File: config.mk
export PLATFORM = sky130hd
export DESIGN_NAME = cce_top
export DESIGN_NICKNAME = d
export VERILOG_FILES = /design/src/rtl/cce_pkg.sv /design/src/rtl/cce_pc.sv /design/src/rtl/cce_inst_decode.sv /design/src/rtl/cce_alu.sv /design/src/rtl/cce_reg.sv /design/src/rtl/cce_pending.sv /design/src/rtl/cce_msg.sv /design/src/rtl/cce_top.sv
export VERILOG_INCLUDE_DIRS = /design/src /design/src/rtl
export SDC_FILE = /design/constraint.sdc
export NUM_CORES = 2
export LEC_CHECK = 0
export BUFFER_PORTS_ARGS = -buffer_cell sky130_fd_sc_hd__buf_2
export CORE_ASPECT_RATIO = 1.2
export CORE_MARGIN = 2
export CORE_UTILIZATION = 45
export CTS_BUF_LIST = sky130_fd_sc_hd__clkbuf_8
export CTS_CLUSTER_SIZE = 40
export DETAILED_ROUTE_END_ITERATION = 8
export PLACE_DENSITY = 0.62
export SYNTH_ARGS = -nofsm -noshare
export SYNTH_HDL_FRONTEND = slang
export SYNTH_SLANG_ARGS = --single-unit
File: constraint.sdc
create_clock -name clk_i -period 5.17 [get_ports clk_i]
set_input_delay 0.2585 -clock clk_i [delete_from_list [all_inputs] [get_ports clk_i]]
set_output_delay 0.2585 -clock clk_i [all_outputs]
set_load 0.1 [all_outputs]
File: src/rtl/cce_settings.svh
// Width and size macros for the coherence engine
`ifndef CCE_SETTINGS_SVH
`define CCE_SETTINGS_SVH

// Request address width
`define CCE_PADDR_WIDTH 16

// Register file
`define CCE_GPR_WIDTH 16
`define CCE_NUM_GPR 8

// Microcode store
`define CCE_INST_WIDTH 32
`define CCE_INST_RAM_ELS 64

// One pending bit per way group
`define CCE_NUM_WAY_GROUPS 16

`endif

File: src/rtl/cce_pkg.sv
// Opcode enum, instruction word type and vector typedefs
`default_nettype none

`include "cce_settings.svh"

package cce_pkg;

  typedef enum logic [3:0] {
    e_op_add   = 4'd0,
    e_op_sub   = 4'd1,
    e_op_and   = 4'd2,
    e_op_or    = 4'd3,
    e_op_xor   = 4'd4,
    e_op_shr   = 4'd5,
    e_op_movi  = 4'd6,
    e_op_beq   = 4'd7,
    e_op_bne   = 4'd8,
    e_op_bi    = 4'd9,
    e_op_poph  = 4'd10,
    e_op_rdp   = 4'd11,
    e_op_wdp   = 4'd12,
    e_op_send  = 4'd13,
    e_op_stall = 4'd14
  } cce_op_e;

  // op[31:28] dst[27:25] src_a[24:22] src_b[21:19] imm_sel[18] imm[15:0]
  typedef logic [`CCE_INST_WIDTH-1:0] cce_inst_t;

  typedef logic [`CCE_GPR_WIDTH-1:0] cce_gpr_t;
  typedef logic [$clog2(`CCE_NUM_GPR)-1:0] cce_gpr_id_t;
  typedef logic [`CCE_PADDR_WIDTH-1:0] cce_paddr_t;
  typedef logic [$clog2(`CCE_INST_RAM_ELS)-1:0] cce_pc_t;
  typedef logic [$clog2(`CCE_NUM_WAY_GROUPS)-1:0] cce_wg_t;

  // Immediate spans a full register
  typedef logic [`CCE_GPR_WIDTH-1:0] cce_imm_t;

endpackage

`default_nettype wire

File: src/rtl/cce_pc.sv
// Program counter, microcode RAM and configuration read/write access
`timescale 1ns/100ps
`default_nettype none

`include "cce_settings.svh"

module cce_pc
  import cce_pkg::*;
  (input                 clk_i
   , input               reset_i

   , input               cfg_run_i
   , input               cfg_w_v_i
   , input               cfg_r_v_i
   , input  cce_pc_t     cfg_addr_i
   , input  cce_inst_t   cfg_data_i
   , output cce_inst_t   cfg_ucode_data_o

   , input               pc_stall_i
   , input               branch_v_i
   , input  cce_pc_t     branch_target_i

   , output cce_inst_t   inst_o
   , output logic        inst_v_o
  );

  cce_inst_t ram [`CCE_INST_RAM_ELS];
  cce_inst_t ram_data_r;

  // Address being fetched; the instruction on inst_o sits at pc_r - 1
  cce_pc_t pc_r;
  cce_pc_t ram_addr;
  logic    ram_rd_v;

  always_comb begin
    if (!cfg_run_i) begin
      ram_addr = cfg_addr_i;
    end else if (pc_stall_i) begin
      ram_addr = cce_pc_t'(pc_r - 1'b1);
    end else begin
      ram_addr = pc_r;
    end
  end

  assign ram_rd_v = cfg_run_i | cfg_r_v_i;

  always_ff @(posedge clk_i) begin
    if (cfg_w_v_i) begin
      ram[cfg_addr_i] <= cfg_data_i;
    end
    if (ram_rd_v) begin
      ram_data_r <= ram[ram_addr];
    end
  end

  always_ff @(posedge clk_i) begin
    if (reset_i || !cfg_run_i) begin
      pc_r     <= '0;
      inst_v_o <= 1'b0;
    end else begin
      // Wrong-path word fetched this cycle is squashed by the bubble
      inst_v_o <= !branch_v_i;
      if (branch_v_i) begin
        pc_r <= branch_target_i;
      end else if (!pc_stall_i) begin
        pc_r <= cce_pc_t'(pc_r + 1'b1);
      end
    end
  end

  assign inst_o           = ram_data_r;
  assign cfg_ucode_data_o = ram_data_r;

endmodule

`default_nettype wire

File: src/rtl/cce_inst_decode.sv
// Instruction field decode with stall and branch control
`timescale 1ns/100ps
`default_nettype none

`include "cce_settings.svh"

module cce_inst_decode
  import cce_pkg::*;
  (input  cce_inst_t     inst_i
   , input               inst_v_i

   , input               lce_req_v_i
   , input               mem_cmd_ready_i
   , input               branch_res_i

   , output cce_op_e     op_o
   , output cce_gpr_id_t dst_o
   , output cce_gpr_id_t src_a_o
   , output cce_gpr_id_t src_b_o
   , output logic        imm_sel_o
   , output cce_imm_t    imm_o

   , output logic        gpr_w_v_o
   , output logic        retire_v_o
   , output logic        pc_stall_o
   , output logic        branch_v_o
   , output cce_pc_t     branch_target_o
  );

  logic stall_cond;
  logic is_branch;

  assign op_o      = cce_op_e'(inst_i[`CCE_INST_WIDTH-1 -: 4]);
  assign dst_o     = inst_i[27:25];
  assign src_a_o   = inst_i[24:22];
  assign src_b_o   = inst_i[21:19];
  assign imm_sel_o = inst_i[18];
  assign imm_o     = inst_i[15:0];

  always_comb begin
    case (op_o)
      e_op_add, e_op_sub, e_op_and, e_op_or, e_op_xor,
      e_op_shr, e_op_movi, e_op_poph, e_op_rdp: gpr_w_v_o = 1'b1;
      default: gpr_w_v_o = 1'b0;
    endcase
  end

  // Wait on the partner handshake; stall op halts the engine
  assign stall_cond = ((op_o == e_op_poph) && !lce_req_v_i)
                    || ((op_o == e_op_send) && !mem_cmd_ready_i)
                    || (op_o == e_op_stall);

  assign pc_stall_o = inst_v_i & stall_cond;
  assign retire_v_o = inst_v_i & ~stall_cond;

  assign is_branch = (op_o == e_op_beq) || (op_o == e_op_bne) || (op_o == e_op_bi);

  assign branch_v_o      = retire_v_o & is_branch & branch_res_i;
  assign branch_target_o = imm_o[$bits(cce_pc_t)-1:0];

endmodule

`default_nettype wire

File: src/rtl/cce_alu.sv
// Arithmetic, logic and branch-compare unit
`timescale 1ns/100ps
`default_nettype none

`include "cce_settings.svh"

module cce_alu
  import cce_pkg::*;
  (input  cce_op_e    op_i
   , input  cce_gpr_t opd_a_i
   , input  cce_gpr_t opd_b_i
   , output cce_gpr_t res_o
   , output logic     branch_res_o
  );

  logic [$clog2(`CCE_GPR_WIDTH)-1:0] shamt;

  assign shamt = opd_b_i[$clog2(`CCE_GPR_WIDTH)-1:0];

  always_comb begin
    case (op_i)
      e_op_add:  res_o = opd_a_i + opd_b_i;
      e_op_sub:  res_o = opd_a_i - opd_b_i;
      e_op_and:  res_o = opd_a_i & opd_b_i;
      e_op_or:   res_o = opd_a_i | opd_b_i;
      e_op_xor:  res_o = opd_a_i ^ opd_b_i;
      e_op_shr:  res_o = opd_a_i >> shamt;
      e_op_movi: res_o = opd_b_i;
      default:   res_o = '0;
    endcase

    case (op_i)
      e_op_beq: branch_res_o = (opd_a_i == opd_b_i);
      e_op_bne: branch_res_o = (opd_a_i != opd_b_i);
      e_op_bi:  branch_res_o = 1'b1;
      default:  branch_res_o = 1'b0;
    endcase
  end

endmodule

`default_nettype wire

File: src/rtl/cce_reg.sv
// GPR file, operand selection and writeback selection
`timescale 1ns/100ps
`default_nettype none

`include "cce_settings.svh"

module cce_reg
  import cce_pkg::*;
  (input                 clk_i
   , input               reset_i

   , input  cce_gpr_id_t src_a_i
   , input  cce_gpr_id_t src_b_i
   , input  cce_gpr_id_t dst_i
   , input               imm_sel_i
   , input  cce_imm_t    imm_i
   , input  cce_op_e     op_i

   , input               gpr_w_v_i
   , input               retire_v_i
   , input  cce_gpr_t    alu_res_i
   , input               pending_i
   , input  cce_paddr_t  lce_req_addr_i

   , output cce_gpr_t    opd_a_o
   , output cce_gpr_t    opd_b_o
  );

  cce_gpr_t gpr_r [`CCE_NUM_GPR];
  cce_gpr_t wb_data;

  // Operand b takes the immediate when selected
  assign opd_a_o = gpr_r[src_a_i];
  assign opd_b_o = imm_sel_i ? imm_i : gpr_r[src_b_i];

  always_comb begin
    case (op_i)
      e_op_rdp:  wb_data = cce_gpr_t'(pending_i);
      e_op_poph: wb_data = cce_gpr_t'(lce_req_addr_i);
      default:   wb_data = alu_res_i;
    endcase
  end

  always_ff @(posedge clk_i) begin
    if (reset_i) begin
      for (int i = 0; i < `CCE_NUM_GPR; i++) begin
        gpr_r[i] <= '0;
      end
    end else if (retire_v_i && gpr_w_v_i) begin
      gpr_r[dst_i] <= wb_data;
    end
  end

endmodule

`default_nettype wire

File: src/rtl/cce_pending.sv
// Pending-bit table indexed by way group
`timescale 1ns/100ps
`default_nettype none

`include "cce_settings.svh"

module cce_pending
  import cce_pkg::*;
  (input               clk_i
   , input             reset_i

   , input             w_v_i
   , input  cce_wg_t   w_way_group_i
   , input             pending_i

   , input  cce_wg_t   r_way_group_i
   , output logic      pending_o
  );

  logic [`CCE_NUM_WAY_GROUPS-1:0] pending_r;

  always_ff @(posedge clk_i) begin
    if (reset_i) begin
      pending_r <= '0;
    end else if (w_v_i) begin
      pending_r[w_way_group_i] <= pending_i;
    end
  end

  // Read sees the old value until the write edge
  assign pending_o = pending_r[r_way_group_i];

endmodule

`default_nettype wire

File: src/rtl/cce_msg.sv
// LCE request pop, memory command register and pending-bit write
`timescale 1ns/100ps
`default_nettype none

`include "cce_settings.svh"

module cce_msg
  import cce_pkg::*;
  (input                clk_i
   , input              reset_i

   , input  cce_op_e    op_i
   , input              retire_v_i
   , input  cce_gpr_t   opd_a_i
   , input  cce_gpr_t   opd_b_i
   , input  cce_imm_t   imm_i

   , output logic       lce_req_yumi_o

   , output logic       mem_cmd_v_o
   , output cce_paddr_t mem_cmd_addr_o
   , output logic       mem_cmd_flag_o

   , output logic       pending_w_v_o
   , output cce_wg_t    pending_w_way_group_o
   , output logic       pending_o
  );

  logic send_v;

  assign lce_req_yumi_o = retire_v_i & (op_i == e_op_poph);

  // Send only retires with ready high, so the command is owed next cycle
  assign send_v = retire_v_i & (op_i == e_op_send);

  always_ff @(posedge clk_i) begin
    if (reset_i) begin
      mem_cmd_v_o <= 1'b0;
    end else begin
      mem_cmd_v_o <= send_v;
    end
  end

  always_ff @(posedge clk_i) begin
    if (send_v) begin
      mem_cmd_addr_o <= opd_a_i[`CCE_PADDR_WIDTH-1:0];
      mem_cmd_flag_o <= opd_b_i[0];
    end
  end

  assign pending_w_v_o         = retire_v_i & (op_i == e_op_wdp);
  assign pending_w_way_group_o = opd_a_i[$bits(cce_wg_t)-1:0];
  assign pending_o             = imm_i[0];

endmodule

`default_nettype wire

File: src/rtl/cce_top.sv
// Coherence engine top level with fetch, decode, registers, ALU, pending table and messages
`timescale 1ns/100ps
`default_nettype none

module cce_top
  import cce_pkg::*;
  (input                clk_i
   , input              reset_i

   , input              cfg_run_i
   , input              cfg_w_v_i
   , input              cfg_r_v_i
   , input  cce_pc_t    cfg_addr_i
   , input  cce_inst_t  cfg_data_i
   , output cce_inst_t  cfg_ucode_data_o

   // Inbound valid with yumi
   , input              lce_req_v_i
   , input  cce_paddr_t lce_req_addr_i
   , output logic       lce_req_yumi_o

   // Outbound ready then valid
   , input              mem_cmd_ready_i
   , output logic       mem_cmd_v_o
   , output cce_paddr_t mem_cmd_addr_o
   , output logic       mem_cmd_flag_o
  );

  cce_inst_t   inst;
  logic        inst_v;
  logic        pc_stall;
  logic        branch_v;
  cce_pc_t     branch_target;

  cce_op_e     op;
  cce_gpr_id_t dst, src_a, src_b;
  logic        imm_sel;
  cce_imm_t    imm;
  logic        gpr_w_v;
  logic        retire_v;

  cce_gpr_t    opd_a, opd_b, alu_res;
  logic        branch_res;

  logic        pending_rd;
  logic        pending_w_v;
  cce_wg_t     pending_w_way_group;
  logic        pending_wr;

  cce_pc
    i_pc
     (.clk_i(clk_i)
      ,.reset_i(reset_i)
      ,.cfg_run_i(cfg_run_i)
      ,.cfg_w_v_i(cfg_w_v_i)
      ,.cfg_r_v_i(cfg_r_v_i)
      ,.cfg_addr_i(cfg_addr_i)
      ,.cfg_data_i(cfg_data_i)
      ,.cfg_ucode_data_o(cfg_ucode_data_o)
      ,.pc_stall_i(pc_stall)
      ,.branch_v_i(branch_v)
      ,.branch_target_i(branch_target)
      ,.inst_o(inst)
      ,.inst_v_o(inst_v)
      );

  cce_inst_decode
    i_decode
     (.inst_i(inst)
      ,.inst_v_i(inst_v)
      ,.lce_req_v_i(lce_req_v_i)
      ,.mem_cmd_ready_i(mem_cmd_ready_i)
      ,.branch_res_i(branch_res)
      ,.op_o(op)
      ,.dst_o(dst)
      ,.src_a_o(src_a)
      ,.src_b_o(src_b)
      ,.imm_sel_o(imm_sel)
      ,.imm_o(imm)
      ,.gpr_w_v_o(gpr_w_v)
      ,.retire_v_o(retire_v)
      ,.pc_stall_o(pc_stall)
      ,.branch_v_o(branch_v)
      ,.branch_target_o(branch_target)
      );

  cce_alu
    i_alu
     (.op_i(op)
      ,.opd_a_i(opd_a)
      ,.opd_b_i(opd_b)
      ,.res_o(alu_res)
      ,.branch_res_o(branch_res)
      );

  cce_reg
    i_reg
     (.clk_i(clk_i)
      ,.reset_i(reset_i)
      ,.src_a_i(src_a)
      ,.src_b_i(src_b)
      ,.dst_i(dst)
      ,.imm_sel_i(imm_sel)
      ,.imm_i(imm)
      ,.op_i(op)
      ,.gpr_w_v_i(gpr_w_v)
      ,.retire_v_i(retire_v)
      ,.alu_res_i(alu_res)
      ,.pending_i(pending_rd)
      ,.lce_req_addr_i(lce_req_addr_i)
      ,.opd_a_o(opd_a)
      ,.opd_b_o(opd_b)
      );

  // Way group for rdp comes from the low bits of operand a
  cce_pending
    i_pending
     (.clk_i(clk_i)
      ,.reset_i(reset_i)
      ,.w_v_i(pending_w_v)
      ,.w_way_group_i(pending_w_way_group)
      ,.pending_i(pending_wr)
      ,.r_way_group_i(opd_a[$bits(cce_wg_t)-1:0])
      ,.pending_o(pending_rd)
      );

  cce_msg
    i_msg
     (.clk_i(clk_i)
      ,.reset_i(reset_i)
      ,.op_i(op)
      ,.retire_v_i(retire_v)
      ,.opd_a_i(opd_a)
      ,.opd_b_i(opd_b)
      ,.imm_i(imm)
      ,.lce_req_yumi_o(lce_req_yumi_o)
      ,.mem_cmd_v_o(mem_cmd_v_o)
      ,.mem_cmd_addr_o(mem_cmd_addr_o)
      ,.mem_cmd_flag_o(mem_cmd_flag_o)
      ,.pending_w_v_o(pending_w_v)
      ,.pending_w_way_group_o(pending_w_way_group)
      ,.pending_o(pending_wr)
      );

endmodule

`default_nettype wire

== Yosys cells after proc, flatten, opt, wreduce, memory -nomap -nowiden ==
Memories as Yosys holds them, arrays and structs flattened. A register that Yosys moved wholly into a read port is not among the register bits.
Index checks and enable logic that the tools add are counted.

* $add $sub $neg: 4
* Order comparisons: 2
* Equal/unequal tests: 17
* Shift operators: 1
* Muxes and demuxes: 23
* Bitwise gates (word level): 12
* Reduce and logical (&&, ||, !) cells: 15

{| class="wikitable"
|+ Operators with widths
! kind !! number
|-
| one-hot mux 16 bit (7 select lines) || 1
|-
| two-way mux 16 bit || 2
|-
| one-hot mux 16 bit (2 select lines) || 1
|-
| equality test 4 bit, second input constant || 7
|-
| two-way mux 6 bit || 4
|-
| adder 16 bit || 1
|-
| bitwise AND 16 bit || 1
|-
| bitwise mux 16 bit || 1
|-
| equality test 16 bit || 1
|-
| equality test 4 x 3 -> 1 bit, second input constant || 4
|-
| inequality test 16 bit || 1
|-
| OR 16 bit || 1
|-
| OR reduction 16 bit || 1
|-
| right shift 16 x 4 -> 16 bit || 1
|-
| subtractor 16 bit || 1
|-
| bitwise XOR 16 bit || 1
|-
| two-way mux 1 bit || 10
|-
| equality test 4 x 2 -> 1 bit, second input constant || 2
|-
| bitwise AND 1 bit || 7
|-
| adder 6 x 1 -> 6 bit, second input constant || 1
|-
| subtractor 6 x 1 -> 6 bit, second input constant || 1
|-
| logical OR 1 bit || 5
|-
| < comparator 4 x 5 -> 1 bit, second input constant || 1
|-
| binary-select mux 1 bit (select 4 bit) || 1
|-
| 11 further kinds || 17
|}

* Bits in registers: 41
* Bits in writable memories: 2176
* Memory bits (read-only): 16
* Input port bits: 61
* Output and inout port bits: 51
* Word-level logic and storage cells: 83
* Memories kept: 3

{| class="wikitable"
|+ Memory list
! memory !! depth !! width !! rd ports !! clocked after memory_dff !! write ports !! line !! text
|-
| i_pc.ram || 64 || 32 || 1 || 1 || 1 || cce_pc.sv:27 || <nowiki>cce_inst_t ram [`CCE_INST_RAM_ELS];</nowiki>
|-
| i_reg.gpr_r || 8 || 16 || 2 || 0 || 8 || cce_reg.sv:29 || <nowiki>cce_gpr_t gpr_r [`CCE_NUM_GPR];</nowiki>
|-
| (no name shown) || 16 || 1 || 1 || 0 || 0 || cce_inst_decode.sv:41 || <nowiki>case (op_o)</nowiki>
|}

== Logic depth before layout (Yosys ltp) ==
* Word-level depth: 12
* Mapped depth: 20
* Mapped depth without buffers: 16

== Modules after synthesis ==
A second synthesis with hierarchy kept.

* Cells, all modules: 4488
* Area total of the unflattened synthesis: 90644.4 um^2

{| class="wikitable"
|+ By module, submodules not included
! module !! times used !! cells each !! area an instance (um^2) !! seq. area each (um^2)
|-
| cce_pc || 1 || 3334 || 78465.3 || 62600.0
|-
| cce_reg || 1 || 528 || 7121.8 || 3843.7
|-
| cce_alu || 1 || 446 || 3191.8 || 0.0
|-
| cce_pending || 1 || 100 || 885.8 || 320.3
|-
| cce_msg || 1 || 30 || 625.6 || 530.5
|-
| cce_inst_decode || 1 || 50 || 354.1 || 0.0
|}

== Least setup slack after synthesis ==
Ideal clock, no wire load.

* Path type: register -> register
* Start point: register i_pc.ram_data_r[22] (netlist: i_pc.cfg_ucode_data_o[22]) (read register of i_pc.ram)
* End point: memory i_reg.gpr_r[0][12] in the netlist's numbering (data pin)
* Library setup time: 269 ps
* Arrival time: 5566 ps
* Data required time: 4901 ps
* Path slack: -665 ps
* Cell stages (with the launch flop): 19
* Buffers on the path: 3
* Period minus slack after synthesis: 5835 ps
* Cells stage by stage: edfxtp_1 -> buf_4 -> buf_2 -> buf_2 -> mux4_2 -> mux2i_1 -> inv_1 -> ha_1 -> fa_1 -> nor2b_1 -> o21ai_0 -> nand3_1 -> o21a_1 -> a221oi_1 -> nor3_1 -> nor2_1 -> o221ai_1 -> a221oi_4 -> nor2_2

{| class="wikitable"
|+ RTL lines
! element !! line !! text
|-
| start: declaration || cce_pc.sv:28 || <nowiki>cce_inst_t ram_data_r;</nowiki>
|-
| end: declaration || cce_reg.sv:29 ||
|}

== Worst setup path after layout ==
* Start point: register i_pc.ram_data_r[29] (netlist: i_pc.cfg_ucode_data_o[29]) (read register of i_pc.ram)
* End point: register i_pc.ram_data_r[21] (netlist: i_pc.cfg_ucode_data_o[21]) (read register of i_pc.ram) (data pin)

* Longest elaborated chain between the ends: 7
* Elaborated cells between the ends (all ways): 10
* Classes of those cells: eq/ne: 3; mux: 2; bitwise: 1; reduce/logical: 4

{| class="wikitable"
|+ RTL lines
! element !! line !! text
|-
| equality test 4 bit (on tied branches) || cce_inst_decode.sv:49, cce_inst_decode.sv:50 ||
|-
| logical AND 1 bit (on tied branches) || cce_inst_decode.sv:49, cce_inst_decode.sv:50 ||
|-
| logical OR 1 bit || cce_inst_decode.sv:50 || <nowiki>|| ((op_o == e_op_send) && !mem_cmd_ready_i)</nowiki>
|-
| logical OR 1 bit (*) || cce_inst_decode.sv:51 || <nowiki>|| (op_o == e_op_stall);</nowiki>
|-
| bitwise AND 1 bit (*) || cce_inst_decode.sv:53 || <nowiki>assign pc_stall_o = inst_v_i & stall_cond;</nowiki>
|-
| two-way mux 6 bit (*) || cce_pc.sv:38 || <nowiki>end else if (pc_stall_i) begin</nowiki>
|-
| two-way mux 6 bit (*) || cce_pc.sv:36 || <nowiki>if (!cfg_run_i) begin</nowiki>
|}

Every way passes the cells marked *; elsewhere a longest branch is shown, timed or not.
A chain may end at the register's enable or synchronous reset.

==> flow_metrics.py <==
metrics = {
    "pwr": {
        "cellLeakagePower_nw": 43.8,
        "powerDensity_mw_per_mm2": 388,
        "pwr-share-clk_pct": 32.5,
        "pwr-share-comb_pct": 18.7,
        "p_int_mw": 30.1,
        "ir_drop_uv": 224,
        "swShare_pct": 28.3,
        "switchingPower_mw": 11.9,
        "p_total_mw": 42.0,
        "power.share.sequential_pct": 48.8,
    },
    "timing": {
        "skew_ns": 0.0631,
        "report.final.setup_viol": 0,
        "hold_viol": 0,
        "rsz0062_at_grt": "false",
        "slew_violations": 0,
        "worst_pin_slew_ns": 1.23,
        "slew_headroom_pct": 17.7,
        "holdWs_ns": 0.126,
        "max_freq_ghz": 0.205,
        "fin_crit_sh_pct": 94.4,
        "setup_ws_ns": 0.288,
        "fin_crit_ns": 4.88,
    },
    "clocking": {
        "tritoncts": "built",
        "clk_pin_slew_worst_paths_ns": 0.06,
        "cts.sinks": 2249,
        "clk_path_buf_depth": 4,
        "numCtsBuffers": 363,
        "htree_num_levels": 5,
        "clock_latency_ns": 1.05,
        "cts-root-buf": "clkbuf_8",
    },
    "global_routing": {
        "grt_pass1_vias": 52000,
        "grt_max_degree": 87,
        "gr-total-overflow": 0,
        "antenna_found_initial": 12,
        "grt_use_total_pct": 21.9,
        "grt_pass1_wl_um": 348000,
    },
    "worst_setup_path": {
        "cp-start-kind": "flip-flop",
        "cpMaxStageDelayCell": "o32ai_1",
        "r2r-start": "i_pc.cfg_ucode_data_o[29]",
        "r2r-end": "i_pc.cfg_ucode_data_o[21]",
        "cpLargestDelayFamily": "multiplexers",
        "cpMostUsedCell": "mux2i_1",
        "rrSetupSlack_ns": 0.29,
        "crit_type": "flip-flop to flip-flop",
        "critical_path.startpoint": "i_pc.cfg_ucode_data_o[29]",
        "path_max_fanout": 26,
        "cp_num_buf_inv": 3,
        "crit_path_end": "i_pc.cfg_ucode_data_o[21]",
        "endpoint_kind": "flip-flop",
        "crit_required_ns": 5.86,
        "arrival_ns": 5.57,
        "path_cells": "nand2b_1 > o32ai_1 > and3_2 > xnor2_1 > mux2i_4 > buf_12 > buf_12 > buf_4 > mux2i_1 > mux2i_1 > mux2i_1 > mux2i_1 > mux2i_2",
        "max_stage_delay_ns": 0.60,
        "worstRegToRegCells": 13,
        "path_depth": 13,
    },
    "detailed_routing": {
        "num_vias": 50900,
        "wl_um": 240000,
        "wire_per_inst_um": 26.4,
        "drtPass1Iterations": 6,
        "drt_iter0_drc": 4215,
        "drcViolationCount": 0,
        "ant_nets": 0,
        "detail_route.vias_per_cell": 5.59,
    },
    "synth": {
        "synthDistinctLibCells": 77,
        "synth_warnings": 0,
        "syn-num-nets": 5699,
        "synth_area_mm2": 0.0960,
        "syn_area_per_cell_um2": 17.2,
        "synthArstFlopShare_pct": 0,
        "synth_edf_count": 2225,
        "yosysTopAreaCellShare_pct": 69.6,
        "ys_seq_area_share_pct": 70.1,
        "synth_top_area_cell": "edfxtp_1",
        "syn_inst": 5586,
        "synth_ff_type": "edfxtp_1",
        "yosys-top-cells-area": "edfxtp_1, mux2i_1, mux4_2",
        "ys_seq_elements": 2249,
    },
    "finish": {
        "fillCellCount": 17400,
        "postLayoutCoreUtil_pct": 51.1,
        "final_cell_mix": "edfxtp_1, mux2i_1, clkbuf_8",
        "area_growth_pct": 12.9,
        "final_area_mm2": 0.108,
        "final_common_cell": "edfxtp_1",
        "layout-drive-gt1-share_pct": 15.2,
        "final_net_count": 6170,
    },
    "floorplan": {
        "die_y_um": 510,
        "die-area_mm2": 0.217,
        "pin_count": 112,
        "core_mm2": 0.212,
        "initial_core_util_pct": 45.3,
        "row_count": 185,
        "dieWidth_um": 426,
    },
    "worst_hold_path": {
        "hp-class": "input pin to flip-flop",
    },
    "status": {
        "status": "complete, no violations",
    },
    "placement": {
        "place_area_mm2": 0.102,
        "place_ws_ns": -0.145,
        "dp_hpwl_um": 145000,
        "io_buffer_count": 111,
        "globalplace.congestion": 0.941,
    },
    "run": {
        "maxCapViolations": 0,
    },
}
## registers in the layout, indices dropped and copies added, names as in the netlist
name,flops
i_pc.pc_r,6
i_pc.inst_v_o,1
i_reg.gpr_r,128
i_pending.pending_r,16
i_msg.mem_cmd_flag_o,1
i_msg.mem_cmd_addr_o,16
i_pc.ram,2048
i_pc.cfg_ucode_data_o,32
i_msg.mem_cmd_v_o,1
## cells in the mapped netlist (17+ instances only)
master and instances:
o221ai_1 17, clkbuf_1 94, mux2i_1 2085, nor3_1 21
mux2_2 17, inv_1 49, nor2_1 239, buf_1 42
nand2b_1 22, ha_1 51, nor2b_1 56, nand2_1 100
mux4_2 55, nand3_1 29, o21ai_0 29, a21oi_1 53
dfxtp_1 24, edfxtp_1 2225, buf_2 163
## metal layers
metal | GRT usage [%] | vias to the layer above | wire length [um]
li1 | - | 22800 | -
met1 | 27.8 | 26200 | 100000
met2 | 38.4 | 1462 | 123000
met3 | 3.60 | 429 | 11000
met4 | 6.56 | 2 | 6470
met5 | 0 | - | 14
## metrics by stage
step | instances | TNS [ns]
detailed placement | 8446 | -0.170
global placement | 8446 | -0.0618
finish | 9110 | 0
floorplan | 5586 | 0
global route | 9104 | 0
CTS | 9098 | 0
## cell families after synthesis
family | Yosys count | synth area share (%)
compound gates | 239 | 1.77
xor+xnor | 10 | 0.0912
fa+ha+maj | 52 | 0.685
buf+inv | 359 | 1.64
flops | 2249 | 70.1
mux | 2159 | 23.3
simple gates | 518 | 2.46
## worst min-delay path by stage
stage / from / to / slack, ns / depth (start not counted)
CTS: cfg_w_v_i / i_pc.ram[50][9] / 0.009 / 4
global route: cfg_addr_i[4] / i_pc.cfg_ucode_data_o[31] / 0.07 / 4
finish: cfg_w_v_i / i_pc.ram[50][9] / 0.13 / 4
global placement: i_pending.pending_r[0] / i_pending.pending_r[0] / 0.47 / 2
floorplan: cfg_data_i[0] / i_pc.ram[0][0] / 0.36 / 0
detailed placement: i_pending.pending_r[5] / i_pending.pending_r[5] / 0.49 / 2
## power by group through the flow
stage / combinational (mW) / sequential [mW] / clock, mW
after floorplan: 4.71 / 21.2 / 0
after global placement: 7.76 / 20.9 / 0
after detailed placement: 7.76 / 20.9 / 0
after CTS: 7.82 / 20.5 / 14.0
after global routing: 8.35 / 20.5 / 14.8
final: 7.86 / 20.5 / 13.6
## area by class of cell
cell class              instances  area, um^2  area share, %
flip-flops and latches       2249       67300           62.1
multi-input cells            2978       27800           25.6
repair buffers                410        3380           3.12
clock buffers                 370        5090           4.70
diodes                         12        30.0         0.0277
well taps                    2805        3510           3.24
inverters                      55         208          0.192
clock inverters               231        1140           1.05
## worst reg2reg max path, cell delays in order (launching register included)
cell	delay, ns
edfxtp_1	0.39
nand2b_1	0.25
o32ai_1	0.60
and3_2	0.45
xnor2_1	0.17
mux2i_4	0.20
buf_12	0.23
buf_12	0.28
buf_4	0.49
mux2i_1	0.20
mux2i_1	0.21
mux2i_1	0.12
mux2i_1	0.58
mux2i_2	0.36
## timing repair
action,4_1_cts,5_1_grt
endpoints found under the setup margin,3,1
resized for setup,3,1
setup buffers,0,0
endpoints found under the hold margin,2097,0
hold buffers,51,0
pin swaps,0,0
(Power assumes the default switching activity.)
